--- config.mk ---
export PLATFORM = sky130hd
export DESIGN_NAME = bank_fifo
export DESIGN_NICKNAME = d
export VERILOG_FILES = /design/src/logic/bank_fifo.sv
export SDC_FILE = /design/constraint.sdc
export NUM_CORES = 1
export LEC_CHECK = 0
export ABC_AREA = 1
export BUFFER_PORTS_ARGS = -buffer_cell sky130_fd_sc_hd__buf_4
export CORE_MARGIN = 3
export CORE_UTILIZATION = 37
export CTS_BUF_LIST = sky130_fd_sc_hd__clkbuf_8
export DETAILED_ROUTE_END_ITERATION = 8
export GPL_TIMING_DRIVEN = 0
export PLACE_DENSITY = 0.54
export SYNTH_ARGS = -nofsm -noshare
export SYNTH_HDL_FRONTEND = slang
export SYNTH_SLANG_ARGS = --single-unit
--- constraint.sdc ---
create_clock -name clk -period 2.95 [get_ports clk]
set_clock_uncertainty 0.15 [all_clocks]
set_input_delay 0.1475 -clock clk [delete_from_list [all_inputs] [get_ports clk]]
set_output_delay 0.1475 -clock clk [all_outputs]
set_load 0.02 [all_outputs]
--- src/logic/bank_fifo.sv ---
`timescale 1ns/1ns
`default_nettype none

module bank_fifo #(
    parameter int DATA_W   = 8,
    parameter int DEPTH    = 4,
    parameter int ALM_FULL = DEPTH - 1
) (
    input  wire               clk,
    input  wire               arst_n,
    input  wire               push,
    input  wire               pop,
    input  wire  [DATA_W-1:0] data_in,
    output logic [DATA_W-1:0] data_out,
    output logic              empty,
    output logic              full,
    output logic              alm_full
);

    localparam int PTR_W = $clog2(DEPTH);
    localparam int CNT_W = $clog2(DEPTH + 1);

    logic [DATA_W-1:0] mem [DEPTH];
    logic [PTR_W-1:0]  wr_ptr;
    logic [PTR_W-1:0]  rd_ptr;
    logic [CNT_W-1:0]  count;
    logic              do_push;
    logic              do_pop;

    // overflow and underflow are ignored
    assign do_push = push && !full;
    assign do_pop  = pop && !empty;

    always_ff @(posedge clk or negedge arst_n) begin
        if (!arst_n) begin
            wr_ptr <= '0;
            rd_ptr <= '0;
            count  <= '0;
        end else begin
            if (do_push) begin
                wr_ptr <= wr_ptr + 1'b1;
            end
            if (do_pop) begin
                rd_ptr <= rd_ptr + 1'b1;
            end
            count <= count + CNT_W'(do_push) - CNT_W'(do_pop);
        end
    end

    always_ff @(posedge clk) begin
        if (do_push) begin
            mem[wr_ptr] <= data_in;
        end
    end

    assign data_out = mem[rd_ptr];
    assign empty    = (count == '0);
    assign full     = (count == CNT_W'(DEPTH));
    assign alm_full = (count >= CNT_W'(ALM_FULL));

endmodule

`default_nettype wire

==> flow_summary.toml <==
[timing]
tns_ps = 0
tightestPinTransition_ps = 851
min_period_ps = 2130
setup_slack_ps = 816
max_freq_mhz = 469
slew_viol_final = 0
hold_viol_final = 0
rsz0062_at_grt = "false"
slew-limit-headroom_pct = 43.1
timing.final.crit_share_pct = 72.3
setup_viol = 0

[grt]
grt_max_degree = 14
grt_pass1_vias = 1115
gr-total-overflow = 0
grtUsageTotal_pct = 13.8
antenna_found_initial = 0
grt_pass1_wl_mm = 5.42

[synth]
synth_nets = 177
ys_seq_elements = 39
yosysWarningCount = 0
synthCells = 157
syn-mean-instance-area_um2 = 11.0
yosysTopAreaCellShare_pct = 55.8
synth_most_common_cell = "nand2_1"
synthTopCellsByArea = "edfxtp_1 (56%), dfrtp_1 (10%), nand2_1 (8.3%), ha_1 (5.1%), inv_1 (5.0%)"
ys.flop_type = "edfxtp_1"
synthTopCellsByCount = "nand2_1 (38), edfxtp_1 (32), inv_1 (23)"
async_flop_share_pct = 17.9
synth_largest_area_cell = "edfxtp_1"
synth_edf_count = 32
netlist_area_um2 = 1720
seq_area_frac_synth_pct = 66.0
synth.distinct_cells = 16

[drt]
vias_per_cell = 4.51
topRoutingLayerUsed = "met4"
wl_met2_mm = 1.74
drc_errors = 0
routed_wl_mm = 3.28
ant_nets = 0
first_pass_iters = 4
num_vias = 1127
routedLengthMet1_mm = 1.37
drtIter0Drc = 88
wl_met3_um = 116
wl_per_cell_um = 13.1

[worst_setup_path]
crit_arrival_ps = 2160
reg2reg_slack_ps = 820
reg2reg_depth = 9
cp-startpoint = "count[1]"
path_class = "flop to flop"
critPathRequiredTime_ps = 2980
crit_path_end_kind = "flop"
r2r-end = "count[2]"
start_kind = "flop"
rr_startpoint = "count[1]"
crit_fanout = 7

[place]
place_inst = 231
place_area_um2 = 1950
dp_slack_ps = 815
gp_congestion = 0.734
io_buffers = 22
hpwlAfterDp_mm = 2.28

[pwr]
peakVddDrop_mv = 0.412
power_w = 0.00219
p_leak_nw = 0.974
p_per_area_nw_per_um2 = 1010

[floorplan]
dieArea_um2 = 5510
ios = 23
start_util_pct = 39.0
num_rows = 24
die_y_um = 74.2
core_um2 = 4410
die_w_um = 74.2

[layout]
synthToLayoutAreaGrowth_pct = 26.3
antennaDiodeCount = 0
final_layout_size_suffix_gt1_share_pct = 19.7
nets = 217
fin_cells = 250
final_area_um2 = 2170

[clock_tree]
cts_tree = "yes"
path_clk_slew_ps = 80
cts.repair.resized = 0
cts_inserted_buffers = 5
h-tree-depth = 2
cts-root-buf = "clkbuf_8"
cts.sinks = 39
clk_path_buf_depth = 2
clk_latency_ps = 290

[run_status]
outcome = "completed"

[job]
drv_cap = 0

[hold_path]
worstHoldPathType = "input pin to asynchronous set/reset pin"
## cell usage in the layout, fill, tap and decap left out, drive strengths merged, types with 2 or more instances in the layout
cell         count
nand2           39
edfxtp          32
buf             26
inv             24
nor2            21
o21ai           17
dlygate4sd3     11
ha               7
dfrtp            7
clkbuf           5
nand3            4
clkinv           2
## worst max-delay path, cell delays in order (launching register included)
cell,delay [ps]
dfrtp_1,440
nor2_1,170
nand2_1,140
nand2_2,150
ha_1,240
inv_1,50
ha_1,120
inv_1,50
fa_1,370
xnor2_1,140
## registers in the layout, indices dropped and copies added, names as in the netlist
name,count
count,3
mem,32
rd_ptr,2
wr_ptr,2
## routing by layer
metal	up-vias	GRT usage, %
met5	-	0
li1	580	-
met2	16	23.9
met4	0	6.52
met1	526	16.4
met3	5	2.84
## worst max path at each step
stage	endpoint	slack (ps)	cells after the start
6_report	count[2]	820	9
5_1_grt	count[2]	640	9
4_1_cts	count[2]	790	9
3_5_place_dp	count[2]	820	9
3_3_place_gp	count[2]	870	9
2_1_floorplan	count[2]	960	10
## what timing repair did
| action | 4_1_cts | 5_1_grt |
|---|---|---|
| buffers inserted | 0 | 0 |
| hold buffers | 11 | 0 |
| endpoints found under the hold margin | 42 | 0 |
## stage by stage
step / util, % / hold WS, ps
6_report: 49.3 / 54.7
5_1_grt: 49.3 / 57.8
3_3_place_gp: 44.2 / -184
4_1_cts: 49.3 / 54.9
2_1_floorplan: - / -298
3_5_place_dp: 44.2 / -176
## cell families (layout without fill, tap and decap cells)
logic type / count (synthesis) / in the layout / share of synthesized area (%)
adder cells (fa/ha/maj): 8 / 8 / 6.25
AO/OA/AOI/OAI: 17 / 17 / 4.94
buffers and inverters: 28 / 69 / 7.48
flip-flops: 39 / 39 / 66.0
XOR/XNOR: 1 / 1 / 0.509
AND/OR/NAND/NOR: 64 / 64 / 14.8
## power breakdown
group | switching, W | internal [W]
registers | 0.0000593 | 0.000745
logic | 0.000582 | 0.000370
clock network | 0.000184 | 0.000252
## final cells by class
class                           count  area, um^2
Multi-Input combinational cell     90         457
Inverter                           24        90.1
Timing Repair Buffer               33         275
Sequential cell                    39        1140
Tap cell                           52        65.1
Buffer                              4        38.8
Clock inverter                      3        43.8
Fill cell                         425        2240
Clock buffer                        5        68.8
No activity file was read; power rests on OpenSTA's default activity.
