## src/logic/bank_macros.svh

```systemverilog
`ifndef BANK_MACROS_SVH
`define BANK_MACROS_SVH

// word and line geometry
`define BANK_WORD_W          32
`define BANK_WORDS_PER_LINE  4
`define BANK_WSEL_W          2
`define BANK_BYTEEN_W        4

// line address split, index low and tag high
`define BANK_INDEX_W         6
`define BANK_TAG_W           4
`define BANK_LINE_ADDR_W     (`BANK_INDEX_W + `BANK_TAG_W)

// miss tracking and request ids
`define BANK_MSHR_SIZE       4
`define BANK_MSHR_ID_W       2
`define BANK_CORE_TAG_W      8

// queue depths
`define BANK_CREQ_DEPTH      4
`define BANK_CRSQ_DEPTH      4
`define BANK_MREQ_DEPTH      4
`define BANK_MREQ_ALM_FULL   (`BANK_MREQ_DEPTH - 2)

`endif

```

## src/logic/bank_pkg.sv

```systemverilog
`default_nettype none

`include "bank_macros.svh"

package bank_pkg;

    typedef logic [`BANK_WORD_W-1:0]                      word_t;
    typedef logic [`BANK_WORD_W*`BANK_WORDS_PER_LINE-1:0] line_t;
    typedef logic [`BANK_LINE_ADDR_W-1:0]                 line_addr_t;
    typedef logic [`BANK_WSEL_W-1:0]                      wsel_t;
    typedef logic [`BANK_BYTEEN_W-1:0]                    byteen_t;
    typedef logic [`BANK_MSHR_ID_W-1:0]                   mshr_id_t;
    typedef logic [`BANK_CORE_TAG_W-1:0]                  core_tag_t;

    // operation carried down the pipeline
    typedef enum logic [1:0] {
        op_read,
        op_write,
        op_fill,
        op_replay
    } bank_op_e;

endpackage

`default_nettype wire

```

## src/logic/bank_mshr.sv

```systemverilog
`timescale 1ns/1ns
`default_nettype none

`include "bank_macros.svh"

module bank_mshr (
    input  wire                       clk,
    input  wire                       arst_n,
    input  wire                       allocate,
    input  wire bank_pkg::line_addr_t alloc_addr,
    input  wire bank_pkg::wsel_t      alloc_wsel,
    input  wire bank_pkg::core_tag_t  alloc_tag,
    input  wire                       fill_valid,
    input  wire bank_pkg::mshr_id_t   fill_id,
    input  wire                       replay_ready,
    input  wire                       release_valid,
    input  wire bank_pkg::mshr_id_t   release_id,
    output bank_pkg::mshr_id_t        alloc_id,
    output bank_pkg::line_addr_t      fill_addr,
    output logic                      replay_valid,
    output bank_pkg::mshr_id_t        replay_id,
    output bank_pkg::line_addr_t      replay_addr,
    output bank_pkg::wsel_t           replay_wsel,
    output bank_pkg::core_tag_t       replay_tag,
    output logic                      alm_full
);

    import bank_pkg::*;

    localparam int CNT_W = $clog2(`BANK_MSHR_SIZE + 1);

    line_addr_t                 addr_q [`BANK_MSHR_SIZE];
    wsel_t                      wsel_q [`BANK_MSHR_SIZE];
    core_tag_t                  tag_q  [`BANK_MSHR_SIZE];
    logic [`BANK_MSHR_SIZE-1:0] busy;
    logic [`BANK_MSHR_SIZE-1:0] ready;
    logic [CNT_W-1:0]           count;
    logic                       replay_fire;

    // lowest free entry and lowest entry waiting for replay
    always_comb begin
        alloc_id  = '0;
        replay_id = '0;
        for (int i = `BANK_MSHR_SIZE - 1; i >= 0; i--) begin
            if (!busy[i]) begin
                alloc_id = mshr_id_t'(i);
            end
            if (ready[i]) begin
                replay_id = mshr_id_t'(i);
            end
        end
    end

    assign replay_valid = |ready;
    assign replay_fire  = replay_valid && replay_ready;
    assign replay_addr  = addr_q[replay_id];
    assign replay_wsel  = wsel_q[replay_id];
    assign replay_tag   = tag_q[replay_id];
    assign fill_addr    = addr_q[fill_id];

    // one slot kept back for the read already on its way into stage 0
    assign alm_full = (count >= CNT_W'(`BANK_MSHR_SIZE - 1));

    always_ff @(posedge clk or negedge arst_n) begin
        if (!arst_n) begin
            busy  <= '0;
            ready <= '0;
            count <= '0;
        end else begin
            if (allocate) begin
                busy[alloc_id] <= 1'b1;
            end
            if (fill_valid) begin
                ready[fill_id] <= 1'b1;
            end
            if (replay_fire) begin
                busy[replay_id]  <= 1'b0;
                ready[replay_id] <= 1'b0;
            end
            // hit in stage 1 gives its entry back
            if (release_valid) begin
                busy[release_id] <= 1'b0;
            end
            count <= count + CNT_W'(allocate) - CNT_W'(replay_fire) - CNT_W'(release_valid);
        end
    end

    always_ff @(posedge clk) begin
        if (allocate) begin
            addr_q[alloc_id] <= alloc_addr;
            wsel_q[alloc_id] <= alloc_wsel;
            tag_q[alloc_id]  <= alloc_tag;
        end
    end

endmodule

`default_nettype wire

```

## config.mk

```make
export PLATFORM = sky130hd
export DESIGN_NAME = bank_mshr
export DESIGN_NICKNAME = d
export VERILOG_FILES = /design/src/logic/bank_pkg.sv /design/src/logic/bank_mshr.sv
export VERILOG_INCLUDE_DIRS = /design/src /design/src/logic
export SDC_FILE = /design/constraint.sdc
export NUM_CORES = 1
export LEC_CHECK = 0
export BUFFER_PORTS_ARGS = -buffer_cell sky130_fd_sc_hd__buf_2
export CAP_MARGIN = 20
export CELL_PAD_IN_SITES_DETAIL_PLACEMENT = 1
export CELL_PAD_IN_SITES_GLOBAL_PLACEMENT = 2
export CORE_UTILIZATION = 40
export DETAILED_ROUTE_END_ITERATION = 7
export PLACE_DENSITY_LB_ADDON = 0.1
export SLEW_MARGIN = 20
export SYNTH_ARGS = -nofsm -noshare
export SYNTH_HDL_FRONTEND = slang
export SYNTH_SLANG_ARGS = --single-unit
export TNS_END_PERCENT = 5
```

## constraint.sdc

```tcl
create_clock -name clk -period 2.75 [get_ports clk]
set_input_delay 0.6875 -clock clk [delete_from_list [all_inputs] [get_ports clk]]
set_output_delay 0.6875 -clock clk [all_outputs]
set_load 0.02 [all_outputs]
```

==> reports/metrics.yaml <==
clock_tree:
  cts_hold_buf: 0
  cts_max_level: 3
  cts_setup_buffers: 0
  root_buffer: "clkbuf_8"
  cts_buffers: 9
  cts.sinks: 91
  cts_tree: "built"
  clk_pin_slew_ps: 90
  clockBufferDepth: 2
  clkLatencyLatePin_ps: 350
  cts_resized: 1
layout:
  fill_cells: 948
  num_antenna_cells: 0
  syn2layout_area_growth_pct: 18.4
  design_area_um2: 4590
  drive_gt1_share_pct: 35.8
  nets: 339
  multiInputGateArea_um2: 1100
  regArea_um2: 2680
routing:
  via_per_inst: 5.37
  totalWireLength_mm: 8.70
  dr.pass1.iters: 4
  drc: 0
  ant_nets: 0
  wl_per_cell_um: 19.8
  initialDrtViolationCount: 83
  vias: 2359
placement:
  placed_area_um2: 4400
  port-buffer-count: 65
  gp_congestion: 0.731
  place_hpwl_mm: 5.71
timing:
  fin_tns_setup_ps: 0
  timing.final.crit_period_ps: 2600
  fmax_mhz: 385
  drv_slew: 0
  hold_violations: 0
  finClkSkew_ps: 9.32
  setup_viol: 0
  tightest_slew_ps: 434
  timing.final.crit_share_pct: 94.5
  maxSlewHeadroom_pct: 71.1
  rsz0062_at_grt: "false"
critical_path:
  cp_top_family: "buffers and inverters"
  slowest_delay_ps: 460
  worst_setup_path_start_kind: "flop"
  path_class: "flop to primary output"
  setup.worst_path.end_class: "primary output"
  crit_arrival_ps: 1910
  path_buf_inv: 3
  crit_fanout: 20
  ff2ff_setup_slack_ps: 500
  crit_chain: "inv_1, o31ai_4, buf_4, a32o_1, buf_2"
  critPathRequiredTime_ps: 2060
  cpMaxStageDelayCell: "dfrtp_1"
synth:
  avgSynthCellArea_um2: 16.8
  synth_most_common_cell: "edfxtp_1"
  synth.area.top_cells: "edfxtp_1 (62%), dfrtp_1 (7.1%), mux4_2 (5.8%), a32o_1 (5.7%), a221o_1 (5.2%)"
  synth_top_area_share_pct: 61.9
  synthTopCellsByCount: "edfxtp_1 (80), a32o_1 (22), nand2b_1 (21)"
  ys_warn_count: 0
  synth-simple-area-share_pct: 6.58
  synth_top_family_by_area: "compound AO/OA/AOI/OAI gates"
  async_reset_ff_share_pct: 12.1
  synth_edf_count: 80
  synth-compound-area-share_pct: 13.0
  synthesis.nets: 265
  muxShareOfSynthArea_pct: 6.06
  netlist_instances: 231
  yosysSeqAreaShare_pct: 69.0
  ys_types: 35
  synth_flop_cell: "edfxtp_1"
  synth_top_cell_by_area: "edfxtp_1"
  synth_xor_area_share_pct: 0.451
  syn-cell-area_um2: 3880
  synth-seq-cells: 91
  synth_fa_ha_area_share_pct: 1.48
die:
  start_util_pct: 41.6
  die_h_um: 101
  pin_count: 66
  die_w_um: 101
  core_um2: 9330
  rows: 35
  die_area_um2: 10100
global_routing:
  track_usage_pct: 18.6
  grt_pass1_wl_mm: 13.7
  grt_max_degree: 21
  antenna_found_initial: 0
  grt.overflow.total: 0
  grt_pass1_vias: 2560
power:
  p_per_area_nw_per_um2: 834
  power_mw: 3.83
  max-vdd-ir-drop_uv: 344
  power_leakage_nw: 1.65
min_path:
  hp-class: "input port to asynchronous set/reset pin"
flow_run:
  max_cap_violations: 0
outcome:
  outcome: "finished clean"
power breakdown:
group | total (mW) | internal, mW | switching, mW
sequential | 1.79 | 1.69 | 0.102
combinational | 1.16 | 0.471 | 0.691
clock | 0.876 | 0.420 | 0.455
total | 3.83 | 2.58 | 1.25
registers in the layout, summed over array words and instances (netlist names):
signal  cells
addr_q     40
busy        4
count       3
ready       4
tag_q      32
wsel_q      8
cell families after synthesis:
family          count (synthesis)
compound gates                 54
xor+xnor                        2
fa+ha+maj                       4
buf+inv                        24
flops                          91
mux                            11
simple gates                   45
stage by stage:
stage | hold WS [ps] | utilization [%] | std cells | setup slack [ps]
after floorplan | 392 | - | 231 | 73.6
after global placement | 500 | 47.2 | 423 | 211
after detailed placement | 498 | 47.2 | 423 | 209
after CTS | 187 | 49.3 | 439 | 82.9
after global routing | 204 | 49.3 | 439 | 44.0
final | 194 | 49.3 | 439 | 151
per-layer routing:
| layer | vias up | part of all wire [%] | GRT usage, % | wire [µm] |
|---|---|---|---|---|
| met2 | 47 | 52 | 32.6 | 4510 |
| li1 | 1094 | - | - | - |
| met1 | 1210 | 44 | 23.6 | 3810 |
| met3 | 8 | 3.2 | 2.70 | 277 |
| met4 | 0 | 1.1 | 6.69 | 99 |
| met5 | - | 0 | 0 | 0 |
worst paths after layout:
path | cells past startpoint | start | endpoint
min | 1 | arst_n | count[1]
max | 5 | ready[0] | replay_addr[2]
max in group asynchronous | 1 | arst_n | ready[2]
min in group clk | 1 | count[0] | count[0]
max reg2reg | 9 | ready[2] | count[2]
min reg2reg | 1 | count[0] | count[0]
cell type report:
class / count / share of cell area, %
multi-input cells: 116 / 23.9
clock buffers: 10 / 2.78
inverters: 7 / 0.572
well taps: 129 / 3.51
repair buffers: 80 / 9.53
flip-flops and latches: 91 / 58.3
clock inverters: 6 / 1.42
cell usage in the layout, fill, tap and decap left out, types with 9 or more instances in the layout:
cell       n
edfxtp_1  80
buf_2     65
a32o_1    22
nand2b_1  21
a221o_1   20
buf_4     15
mux4_2    10
dfrtp_1   10
clkbuf_8   9
Note: power is estimated with default switching activity, not from simulation.
