File: config.mk
export PLATFORM = sky130hd
export DESIGN_NAME = bank_tag_store
export DESIGN_NICKNAME = d
export VERILOG_FILES = /design/src/logic/bank_pkg.sv /design/src/logic/bank_tag_store.sv
export VERILOG_INCLUDE_DIRS = /design/src /design/src/logic
export SDC_FILE = /design/constraint.sdc
export NUM_CORES = 1
export LEC_CHECK = 0
export BUFFER_PORTS_ARGS = -buffer_cell sky130_fd_sc_hd__buf_2
export CORE_MARGIN = 3
export CORE_UTILIZATION = 63
export DETAILED_ROUTE_END_ITERATION = 6
export PLACE_DENSITY_LB_ADDON = 0.12
export RECOVER_POWER = 100
export SLEW_MARGIN = 20
export SYNTH_ARGS = -nofsm -noshare
export SYNTH_HDL_FRONTEND = slang
export SYNTH_SLANG_ARGS = --single-unit
File: constraint.sdc
create_clock -name clk -period 2.84 [get_ports clk]
set_input_delay 0.284 -clock clk [delete_from_list [all_inputs] [get_ports clk]]
set_output_delay 0.284 -clock clk [all_outputs]
set_load 0.005 [all_outputs]
File: src/logic/bank_macros.svh
`ifndef BANK_MACROS_SVH
`define BANK_MACROS_SVH

// word and line geometry
`define BANK_WORD_W          32
`define BANK_WORDS_PER_LINE  4
`define BANK_WSEL_W          2
`define BANK_BYTEEN_W        4

// line address split, index low and tag high
`define BANK_INDEX_W         6
`define BANK_TAG_W           4
`define BANK_LINE_ADDR_W     (`BANK_INDEX_W + `BANK_TAG_W)

// miss tracking and request ids
`define BANK_MSHR_SIZE       4
`define BANK_MSHR_ID_W       2
`define BANK_CORE_TAG_W      8

// queue depths
`define BANK_CREQ_DEPTH      4
`define BANK_CRSQ_DEPTH      4
`define BANK_MREQ_DEPTH      4
`define BANK_MREQ_ALM_FULL   (`BANK_MREQ_DEPTH - 2)

`endif

File: src/logic/bank_pkg.sv
`default_nettype none

`include "bank_macros.svh"

package bank_pkg;

    typedef logic [`BANK_WORD_W-1:0]                      word_t;
    typedef logic [`BANK_WORD_W*`BANK_WORDS_PER_LINE-1:0] line_t;
    typedef logic [`BANK_LINE_ADDR_W-1:0]                 line_addr_t;
    typedef logic [`BANK_WSEL_W-1:0]                      wsel_t;
    typedef logic [`BANK_BYTEEN_W-1:0]                    byteen_t;
    typedef logic [`BANK_MSHR_ID_W-1:0]                   mshr_id_t;
    typedef logic [`BANK_CORE_TAG_W-1:0]                  core_tag_t;

    // operation carried down the pipeline
    typedef enum logic [1:0] {
        op_read,
        op_write,
        op_fill,
        op_replay
    } bank_op_e;

endpackage

`default_nettype wire

File: src/logic/bank_tag_store.sv
`timescale 1ns/1ns
`default_nettype none

`include "bank_macros.svh"

module bank_tag_store (
    input  wire                       clk,
    input  wire                       arst_n,
    input  wire                       stall,
    input  wire                       lookup,
    input  wire                       fill,
    input  wire bank_pkg::line_addr_t addr,
    output logic                      tag_match
);

    localparam int LINES = 2 ** `BANK_INDEX_W;

    logic [LINES-1:0]         valid;
    logic [`BANK_TAG_W-1:0]   tags [LINES];
    logic [`BANK_INDEX_W-1:0] index;
    logic [`BANK_TAG_W-1:0]   tag;

    assign index = addr[`BANK_INDEX_W-1:0];
    assign tag   = addr[`BANK_LINE_ADDR_W-1:`BANK_INDEX_W];

    // match is held while stage 0 is frozen
    always_ff @(posedge clk or negedge arst_n) begin
        if (!arst_n) begin
            valid     <= '0;
            tag_match <= 1'b0;
        end else if (!stall) begin
            if (fill) begin
                valid[index] <= 1'b1;
            end
            tag_match <= lookup && valid[index] && (tags[index] == tag);
        end
    end

    always_ff @(posedge clk) begin
        if (fill && !stall) begin
            tags[index] <= tag;
        end
    end

endmodule

`default_nettype wire

==> impl_metrics.json, run 1 <==
{
  "status": "complete, but fails checks",
  "violations": "capacitance limit, slew limit",
  "grt_use_met3_pct": 6.924,
  "holdPathStages": 3,
  "dpl-instance-area_um2": 13950,
  "root_buffer": "clkbuf_16",
  "grt_max_degree": 66,
  "drt_first_pass_iters": 6,
  "slew_viol_final": 136,
  "ys_types": 63,
  "avgRoutedWirePerCell_um": 27.03,
  "hold_violations": 0,
  "ys_top_cells_by_count": "edfxtp_1 (256), nor2_1 (74), or2_2 (66), dfrtp_1 (65), mux2i_1 (54)",
  "overflow": 0,
  "min_from": "stall",
  "ys_seq_area_share_pct": 70.96,
  "whs_endpoint": "tag_match",
  "post-dp-hpwl_um": 20740,
  "tightest_slew_ps": 1872,
  "grt_pass1_vias": 7958,
  "path_cells": "clkbuf_1 -> nor3b_1 -> clkbuf_1 -> nand2_1 -> nor2_1",
  "clock_sinks": 321,
  "holdWs_ps": 94.31,
  "top_usage_layer": "met2",
  "fin_area_um2": 14950,
  "post_cts_resized": 0,
  "fillers": 1256,
  "holdCritPathClass": "in2reg",
  "grt_util_all_layers_pct": 29.74,
  "synth_top_cell_area_share_pct": 58.57,
  "met2_usage_pct": 44.45,
  "relSlewSlack_pct": -24.80,
  "drtIter0Drc": 1066,
  "grt.met1_usage_pct": 43.38,
  "synth_top_cell_by_area": "edfxtp_1",
  "core_um2": 20360,
  "r2r_cells": 7,
  "pwr-share-comb_pct": 6.9,
  "die_w_um": 150.3,
  "p_sw_share_pct": 21.42,
  "drive_above_1_share_pct": 24.22,
  "synth_cells": 818,
  "path_class": "in2reg",
  "numCtsBuffers": 34,
  "setup_viol": 0,
  "required_ps": 2970,
  "syn-num-nets": 833,
  "r2r_start": "tags[58][3]",
  "areaGrowthSynthToFinish_pct": 13.92,
  "gp_congestion": 0.9530,
  "avgViaCountPerCell": 6.612,
  "ir_drop_mv": 0.5699,
  "crit_arrival_ps": 2790,
  "postCtsSetupRepairBufs": 0,
  "finClkSkew_ps": 13.54,
  "cts.clk_slew.worst_paths_ps": 60,
  "initial_core_util_pct": 64.45,
  "synth_area_um2": 13130,
  "crit_buf_inv": 2,
  "dieArea_um2": 22600,
  "io_buffers": 15,
  "die_h_um": 150.3,
  "endpoint_kind": "register",
  "fin_nets": 922,
  "internal_power_w": 0.008323,
  "critPathLaunchType": "primary input",
  "power_frac_clock_pct": 43.2,
  "wl_um": 32520,
  "crit_slowest_cell": "clkbuf_1",
  "vias": 7954,
  "power_density_nw_per_um2": 708.4,
  "synth.area.top_cells": "edfxtp_1 (59%), dfrtp_1 (12%), mux4_2 (5.1%)",
  "drv_cap": 3,
  "syn_area_per_cell_um2": 16.05,
  "tns_ps": 0,
  "cp_max_fo": 9,
  "critical-path-top-delay-family": "simple AND/OR/NAND/NOR gates",
  "rrSetupSlack_ps": 440,
  "h-tree-depth": 2,
  "max_stage_delay_ps": 600,
  "critPathLaunch": "addr[1]",
  "drcViolationCount": 0,
  "fin_crit_sh_pct": 93.65,
  "period_needed_ps": 2660,
  "pwr-share-seq_pct": 49.9,
  "p_leak_nw": 5.456,
  "grt_pass1_wl_um": 49310,
  "fp-row-count": 52,
  "yosys_most_used_dff": "edfxtp_1",
  "cts_buffer_depth": 3,
  "synth_seq_cells": 321,
  "max_freq_mhz": 376.0,
  "insertion_delay_ps": 520,
  "antenna_left": 0,
  "yosysWarnings": 0,
  "rsz0062_at_grt": "no",
  "antenna_cells": 0,
  "hold_buffers": 0,
  "crit_top_cell": "clkbuf_1",
  "p_switching_w": 0.002269,
  "yosysMostFrequentCell": "edfxtp_1",
  "io_pins": 16,
  "r2r_end": "tag_match",
  "synth_edf_count": 256,
  "antenna_found_initial": 0,
  "cts_tree": "yes",
  "async_reset_ff_share_pct": 20.25
}
## worst max-delay path by stage
stage                       endpoint  depth (start not counted)
after floorplan            tag_match                         10
after global placement     tag_match                          9
after detailed placement   tag_match                          9
after CTS                  tag_match                          9
after global routing       tag_match                         10
final                     tags[2][1]                          5
## routing by layer
layer,share of wire [%],up-vias
met5,0,-
met4,3.7,0
met3,10,103
met2,47,493
met1,40,4017
li1,-,3341
## state kept, by name (all words and copies together) (netlist names)
register and cells:
tags 256, valid 64, tag_match 1
## worst register-to-register path, delay by kind of cell, from the launching register on
kind            cells  cell delay [ps]
compound gates      4             1140
mux                 1              470
flops               1              370
simple gates        2              330
## layout make-up
| type | count | area [um2] | share of cell area [%] |
|---|---|---|---|
| sequential | 321 | 9314 | 62.29 |
| tap | 270 | 337.8 | 2.259 |
| clock inverter | 17 | 191.4 | 1.280 |
| timing repair buffer | 102 | 626.9 | 4.192 |
| inverter | 5 | 18.77 | 0.1255 |
| multi-input combinational | 443 | 3487 | 23.32 |
| clock buffer | 45 | 975.9 | 6.527 |
## stage by stage
stage	total power, W	util [%]	setup WS [ps]	std cells
floorplan	0.005800	-	557.9	818
CTS	0.01061	74.24	464.9	1203
global placement	0.006071	68.51	22.22	1141
global route	0.01089	73.42	166.5	1203
finish	0.01059	73.42	180.4	1203
detailed placement	0.006098	68.51	-45.97	1141
## power by group through the flow
stage / clock network, W / logic, W / registers (W)
floorplan: 0 / 0.000445 / 0.00536
global placement: 0 / 0.000701 / 0.00537
detailed placement: 0 / 0.000722 / 0.00538
CTS: 0.00460 / 0.000731 / 0.00528
global route: 0.00482 / 0.000775 / 0.00530
finish: 0.00458 / 0.000727 / 0.00529
## logic make-up (layout without fill, tap and decap cells)
kind of cell           Yosys count  count (layout)  synth area share [%]
XOR/XNOR                         3               3                0.2002
AND/OR/NAND/NOR                223             223                 9.171
multiplexers                    95              95                 10.30
AO/OA/AOI/OAI                  122             122                 6.940
flip-flops                     321             321                 70.96
buffers and inverters           54             169                 2.431
## placed cells by master, fill, tap and decap left out, types with 4 or more instances in the layout
cell type  synthesis  layout
clkbuf_16          0      37
a221oi_1           9       9
mux2_2             7       7
nand3b_1           9       9
buf_12             0       4
and3b_1            6       6
mux4_2            30      30
a21oi_1           18      18
and3_1             4       4
dfrtp_1           65      65
bufinv_16          0       4
a22o_1            11      11
nand2_1           21      21
buf_4              6      41
o21ai_0           11      11
nor2b_1            6       6
clkinv_1           0       4
mux2i_1           54      54
clkinv_2           0       5
edfxtp_1         256     256
nor2_1            74      74
o22ai_1           10      10
a31oi_1            6       6
or2_2             66      66
nand3_1           10      10
buf_2             14       8
nand2b_1          14      14
inv_1              4       4
o211ai_1           5       5
clkbuf_1          15      50
a22oi_1           19      19
Power figures use the tool's default switching activity.
==> run 2, diff against run 1 <==
CORE_UTILIZATION = 64   (was 63)
CTS_BUF_LIST = sky130_fd_sc_hd__clkbuf_2   (was default)
==> run 2 against run 1 <==
Effect of this change:
- the flow still finishes with violations (capacitance limit, slew limit)
- design area decreased by 2.1%
- final cell count rose by 6.8%
- via count is 1.1% higher
- sequential power barely moved
- sequential cell count stayed put
- utilization grew 0.58 points
- worst setup slack better by 180 ps
- die area shrank 1.5%
- routed wire length decreased by 2.6%
- global-route usage decreased by 0.054 points
- first-iteration DRC count is 12% lower
- non-clock buffer count shrank 2
==> impl_metrics.json, run 2 (synthesized netlist as in run 1, its figures left out) <==
{
  "dp.cells": 1127,
  "grt_pass1_vias": 8358,
  "setup_viol": 0,
  "post-route-util_pct": 74.00,
  "insertion_delay_ps": 870,
  "rrSetupSlack_ps": 360,
  "violations": "capacitance limit, slew limit",
  "fin_nets": 967,
  "cts_tree": "yes",
  "holdPathStages": 4,
  "dieArea_um2": 22260,
  "grt_max_degree": 66,
  "r2r_cells": 7,
  "path_cells": "mux4_2 -> nor2b_1 -> o21ai_0 -> o2111ai_1 -> nor4_1 -> xnor2_1 -> o41ai_2",
  "top_layer_used": "met4",
  "io_buffers": 15,
  "post-dp-hpwl_um": 20380,
  "period_needed_ps": 2479,
  "finClkSkew_ps": 31.50,
  "root_buffer": "clkbuf_2",
  "die_w_um": 149.2,
  "relSlewSlack_pct": -23.74,
  "wl_um": 31670,
  "areaGrowthSynthToFinish_pct": 11.53,
  "fin_crit_sh_pct": 87.29,
  "max_stage_delay_ps": 460,
  "crit_slowest_cell": "mux4_2",
  "wl_met2_um": 14780,
  "drtIter0Drc": 937,
  "critPathLaunchType": "register",
  "antenna_found_initial": 1,
  "largest_reg_flops": 256,
  "cp_max_fo": 1,
  "grt_util_all_layers_pct": 29.69,
  "initial_core_util_pct": 66.35,
  "crit_arrival_ps": 3220,
  "route.met3.wl_um": 3035,
  "vias": 8040,
  "tightest_slew_ps": 1856,
  "numCtsBuffers": 81,
  "path_class": "reg2reg",
  "h-tree-depth": 3,
  "gp_congestion": 0.9925,
  "postCtsSetupRepairBufs": 0,
  "endpoint_kind": "register",
  "required_ps": 3580,
  "fp-row-count": 51,
  "fillers": 1296,
  "antenna_left": 0,
  "die_h_um": 149.2,
  "hold_violations": 0,
  "drcViolationCount": 0,
  "avgViaCountPerCell": 6.257,
  "holdWs_ps": 213.9,
  "holdCritPathClass": "in2reg",
  "post_cts_resized": 0,
  "cts_buffer_depth": 3,
  "mostFrequentLayoutCell": "edfxtp_1",
  "grt_pass1_wl_um": 48760,
  "overflow": 0,
  "largest-register": "tags",
  "max_freq_mhz": 403.4,
  "slew_viol_final": 66,
  "cts.clk_slew.worst_paths_ps": 120,
  "status": "complete, but fails checks",
  "avgRoutedWirePerCell_um": 24.65,
  "core_um2": 19780,
  "ir_drop_mv": 0.5654,
  "drt_first_pass_iters": 5,
  "p_leak_nw": 5.548,
  "instances_no_fill": 1285,
  "met1Wirelength_um": 12790,
  "top_regs": "tags: 256 flops, valid: 64 flops, tag_match: 1 flops",
  "drv_cap": 1,
  "power_density_nw_per_um2": 637.3,
  "clock_sinks": 321,
  "final_cell_mix": "edfxtp_1 (256), clkbuf_2 (136), nor2_1 (74)",
  "rsz0062_at_grt": "no",
  "tns_ps": 0,
  "drive_above_1_share_pct": 31.21,
  "io_pins": 16
}
[run 2: cell types whose count changed in the layout (fill, tap and decap cells not counted), sizes merged]
cell and change:
dlygate4sd3 +7, clkinvlp -2, buf +2, bufinv -1, inv +3, clkbuf +77, diode +1
[run 2: worst max-delay path: cells and delay by family, from the launching register on]
family / cells / cell delay [ps]
AOI/OAI and AO/OA: 3 / 810
and+or+nand+nor: 2 / 560
muxes: 1 / 460
DFF: 1 / 370
xor gates and xnor gates: 1 / 150
[run 2: final timing paths]
path | endpoint | start
min | tags[45][0] | addr[5]
max in group asynchronous | valid[34] | arst_n
max | tag_match | tags[55][1]
min in group asynchronous | valid[2] | arst_n
max reg2reg | tag_match | tags[55][1]
min reg2reg | valid[46] | valid[46]
[run 2: repair_timing]
action                     4_1_cts  5_1_grt
hold endpoints to repair       116        0
setup endpoints to repair        0        0
hold buffers                     7        0
[run 2: final cells by class]
cell class / count / area (um2) / area share [%]
sequential: 321 / 9314 / 63.62
clock inverter: 17 / 148.9 / 1.017
clock buffer: 133 / 665.6 / 4.547
tap: 265 / 331.6 / 2.265
multi-input combinational: 443 / 3491 / 23.85
antenna: 1 / 2.502 / 0.01709
inverter: 5 / 18.77 / 0.1282
timing repair buffer: 100 / 666.9 / 4.556
[run 2: metal layers]
layer	GRT usage (%)	vias up
met5	0	-
met4	11.44	0
met3	7.262	82
met2	44.65	482
met1	42.93	4001
li1	-	3475
[run 2: stage by stage]
stage	instance area [um2]	total power [W]	worst slack, ps
4_1_cts	14760	0.009391	427.0
3_3_place_gp	13880	0.006062	18.10
6_report	14640	0.009330	360.9
5_1_grt	14640	0.009726	200.8
3_5_place_dp	13880	0.006093	-126.5
2_1_floorplan	13130	0.005800	557.9
[run 2: report_power, final]
group,internal [W],switching [W],leakage [nW]
sequential,0.00521,0.0000663,3.16
clock,0.00150,0.00183,0.628
combinational,0.000317,0.000403,1.76
==> run 3, diff against run 2 <==
CORE_ASPECT_RATIO = 0.75   (was default)
==> run 3 against run 2 <==
Effect of this change:
- the flow still finishes with violations (capacitance limit, slew limit)
- clock skew is 21 ps higher
- die area is essentially flat
- register-to-register slack better by 60 ps
- total power is 4.4% lower
- sequential cell count unchanged
- sequential power about the same
- worst hold slack improved by 71 ps
- utilization fell by 1.0 points
- critical endpoint unchanged
- highest routed layer unchanged
==> impl_metrics.json, run 3 (synthesized netlist as in run 1, its figures left out) <==
{
  "dp_slack_ps": 36.69,
  "rrSetupSlack_ps": 420,
  "io_buffers": 15,
  "drive_above_1_share_pct": 28.40,
  "initial_core_util_pct": 66.41,
  "status": "complete, but fails checks",
  "antenna_left": 0,
  "p_leak_nw": 5.391,
  "insertion_delay_ps": 830,
  "numCtsBuffers": 72,
  "grt_max_degree": 65,
  "grt_pass1_wl_um": 48850,
  "post-dp-hpwl_um": 20630,
  "top_regs": "tags: 256 flops, valid: 64 flops, tag_match: 1 flops",
  "fillers": 1299,
  "period_needed_ps": 2418,
  "rsz0062_at_grt": "no",
  "critPathLaunchType": "register",
  "finalPower_w": 0.008923,
  "fin_crit_sh_pct": 85.15,
  "grt_util_all_layers_pct": 29.97,
  "endpoint_kind": "register",
  "grt_pass1_vias": 8176,
  "fin_nets": 948,
  "drt_first_pass_iters": 6,
  "ir_drop_mv": 0.3963,
  "avgRoutedWirePerCell_um": 25.66,
  "largest-register": "tags",
  "cts.clk_slew.worst_paths_ps": 120,
  "clock_sinks": 321,
  "areaGrowthSynthToFinish_pct": 9.867,
  "postCtsSetupRepairBufs": 0,
  "drcViolationCount": 0,
  "drv_cap": 2,
  "slew_viol_final": 64,
  "holdCritPathClass": "in2reg",
  "max_freq_mhz": 413.5,
  "fp-row-count": 44,
  "top_layer_used": "met4",
  "drtIter0Drc": 1064,
  "hold_violations": 0,
  "met1Wirelength_um": 12880,
  "avgViaCountPerCell": 6.497,
  "fin_ws_ps": 421.7,
  "required_ps": 3570,
  "fin_area_um2": 14420,
  "wl_um": 31820,
  "max_stage_delay_ps": 460,
  "crit_slowest_cell": "mux4_2",
  "root_buffer": "clkbuf_2",
  "dieArea_um2": 22280,
  "violations": "capacitance limit, slew limit",
  "seqCellArea_um2": 9314,
  "io_pins": 16,
  "gp_congestion": 0.9856,
  "tightest_slew_ps": 1826,
  "cts_tree": "yes",
  "crit_arrival_ps": 3150,
  "cts_buffer_depth": 3,
  "relSlewSlack_pct": -21.71,
  "route.met3.wl_um": 3849,
  "power_density_nw_per_um2": 618.8,
  "hold_buffers": 7,
  "setup_viol": 0,
  "dpl-instance-area_um2": 13810,
  "antenna_found_initial": 1,
  "finClkSkew_ps": 52.63,
  "vias": 8056,
  "tns_ps": 0,
  "wl_met2_um": 14170,
  "overflow": 0,
  "path_cells": "mux4_2 -> and2_1 -> o21ai_0 -> o2111ai_1 -> nor4_1 -> xnor2_1 -> o41ai_2",
  "multi_input_area_um2": 3491,
  "cp_max_fo": 1,
  "mostFrequentLayoutCell": "edfxtp_1",
  "h-tree-depth": 3,
  "holdWs_ps": 284.9,
  "largest_reg_flops": 256,
  "path_class": "reg2reg",
  "core_um2": 19760,
  "final_cell_mix": "edfxtp_1 (256), clkbuf_2 (112), nor2_1 (74)",
  "post_cts_resized": 0,
  "die_h_um": 130.0,
  "die_w_um": 171.4
}
[run 3: changes by cell type in the layout (fill, tap and decap cells not counted)]
cell        delta
buf_12         +1
clkinv_1       +6
clkbuf_1       -1
clkinvlp_4     -1
buf_4          -9
buf_2          -1
inv_2          -2
clkbuf_2      -24
clkinv_2       -1
bufinv_16      -1
[run 3: through the flow]
stage	cells	utilization (%)
after global routing	1240	72.96
after global placement	1105	69.89
final	1240	72.96
after floorplan	818	-
after CTS	1239	73.62
after detailed placement	1105	69.89
[run 3: worst max-delay path, delay by kind of cell (launching register included)]
family | cells | cell delay, ps
compound gates | 3 | 830
simple gates | 2 | 530
xor+xnor | 1 | 120
flops | 1 | 400
mux | 1 | 460
[run 3: area by class of cell]
type / count / area share, %
Tap cell: 253 / 2.195
Sequential cell: 321 / 64.59
Inverter: 5 / 0.1302
Multi-Input combinational cell: 443 / 24.21
Clock buffer: 109 / 3.783
Timing Repair Buffer: 90 / 4.234
Antenna cell: 1 / 0.01735
Clock inverter: 18 / 0.8416
[run 3: worst paths after layout]
kind,startpoint,to,depth (start not counted)
worst max-delay path,tags[63][1],tag_match,7
max in group asynchronous,arst_n,valid[24],3
worst max register to register,tags[63][1],tag_match,7
worst min register to register,valid[24],valid[24],1
worst min-delay path,addr[3],tags[45][0],4
min in group asynchronous,arst_n,tag_match,2
[run 3: where the power goes]
part / leakage, nW / switching, W / internal [W]
sequential: 3.16 / 0.0000666 / 0.00521
combinational: 1.72 / 0.000411 / 0.000312
clock: 0.511 / 0.00173 / 0.00119
[run 3: layer usage]
layer	GRT usage, %	up-vias
li1	-	3423
met5	0	-
met1	44.17	3973
met3	9.267	86
met2	43.38	574
met4	10.55	0
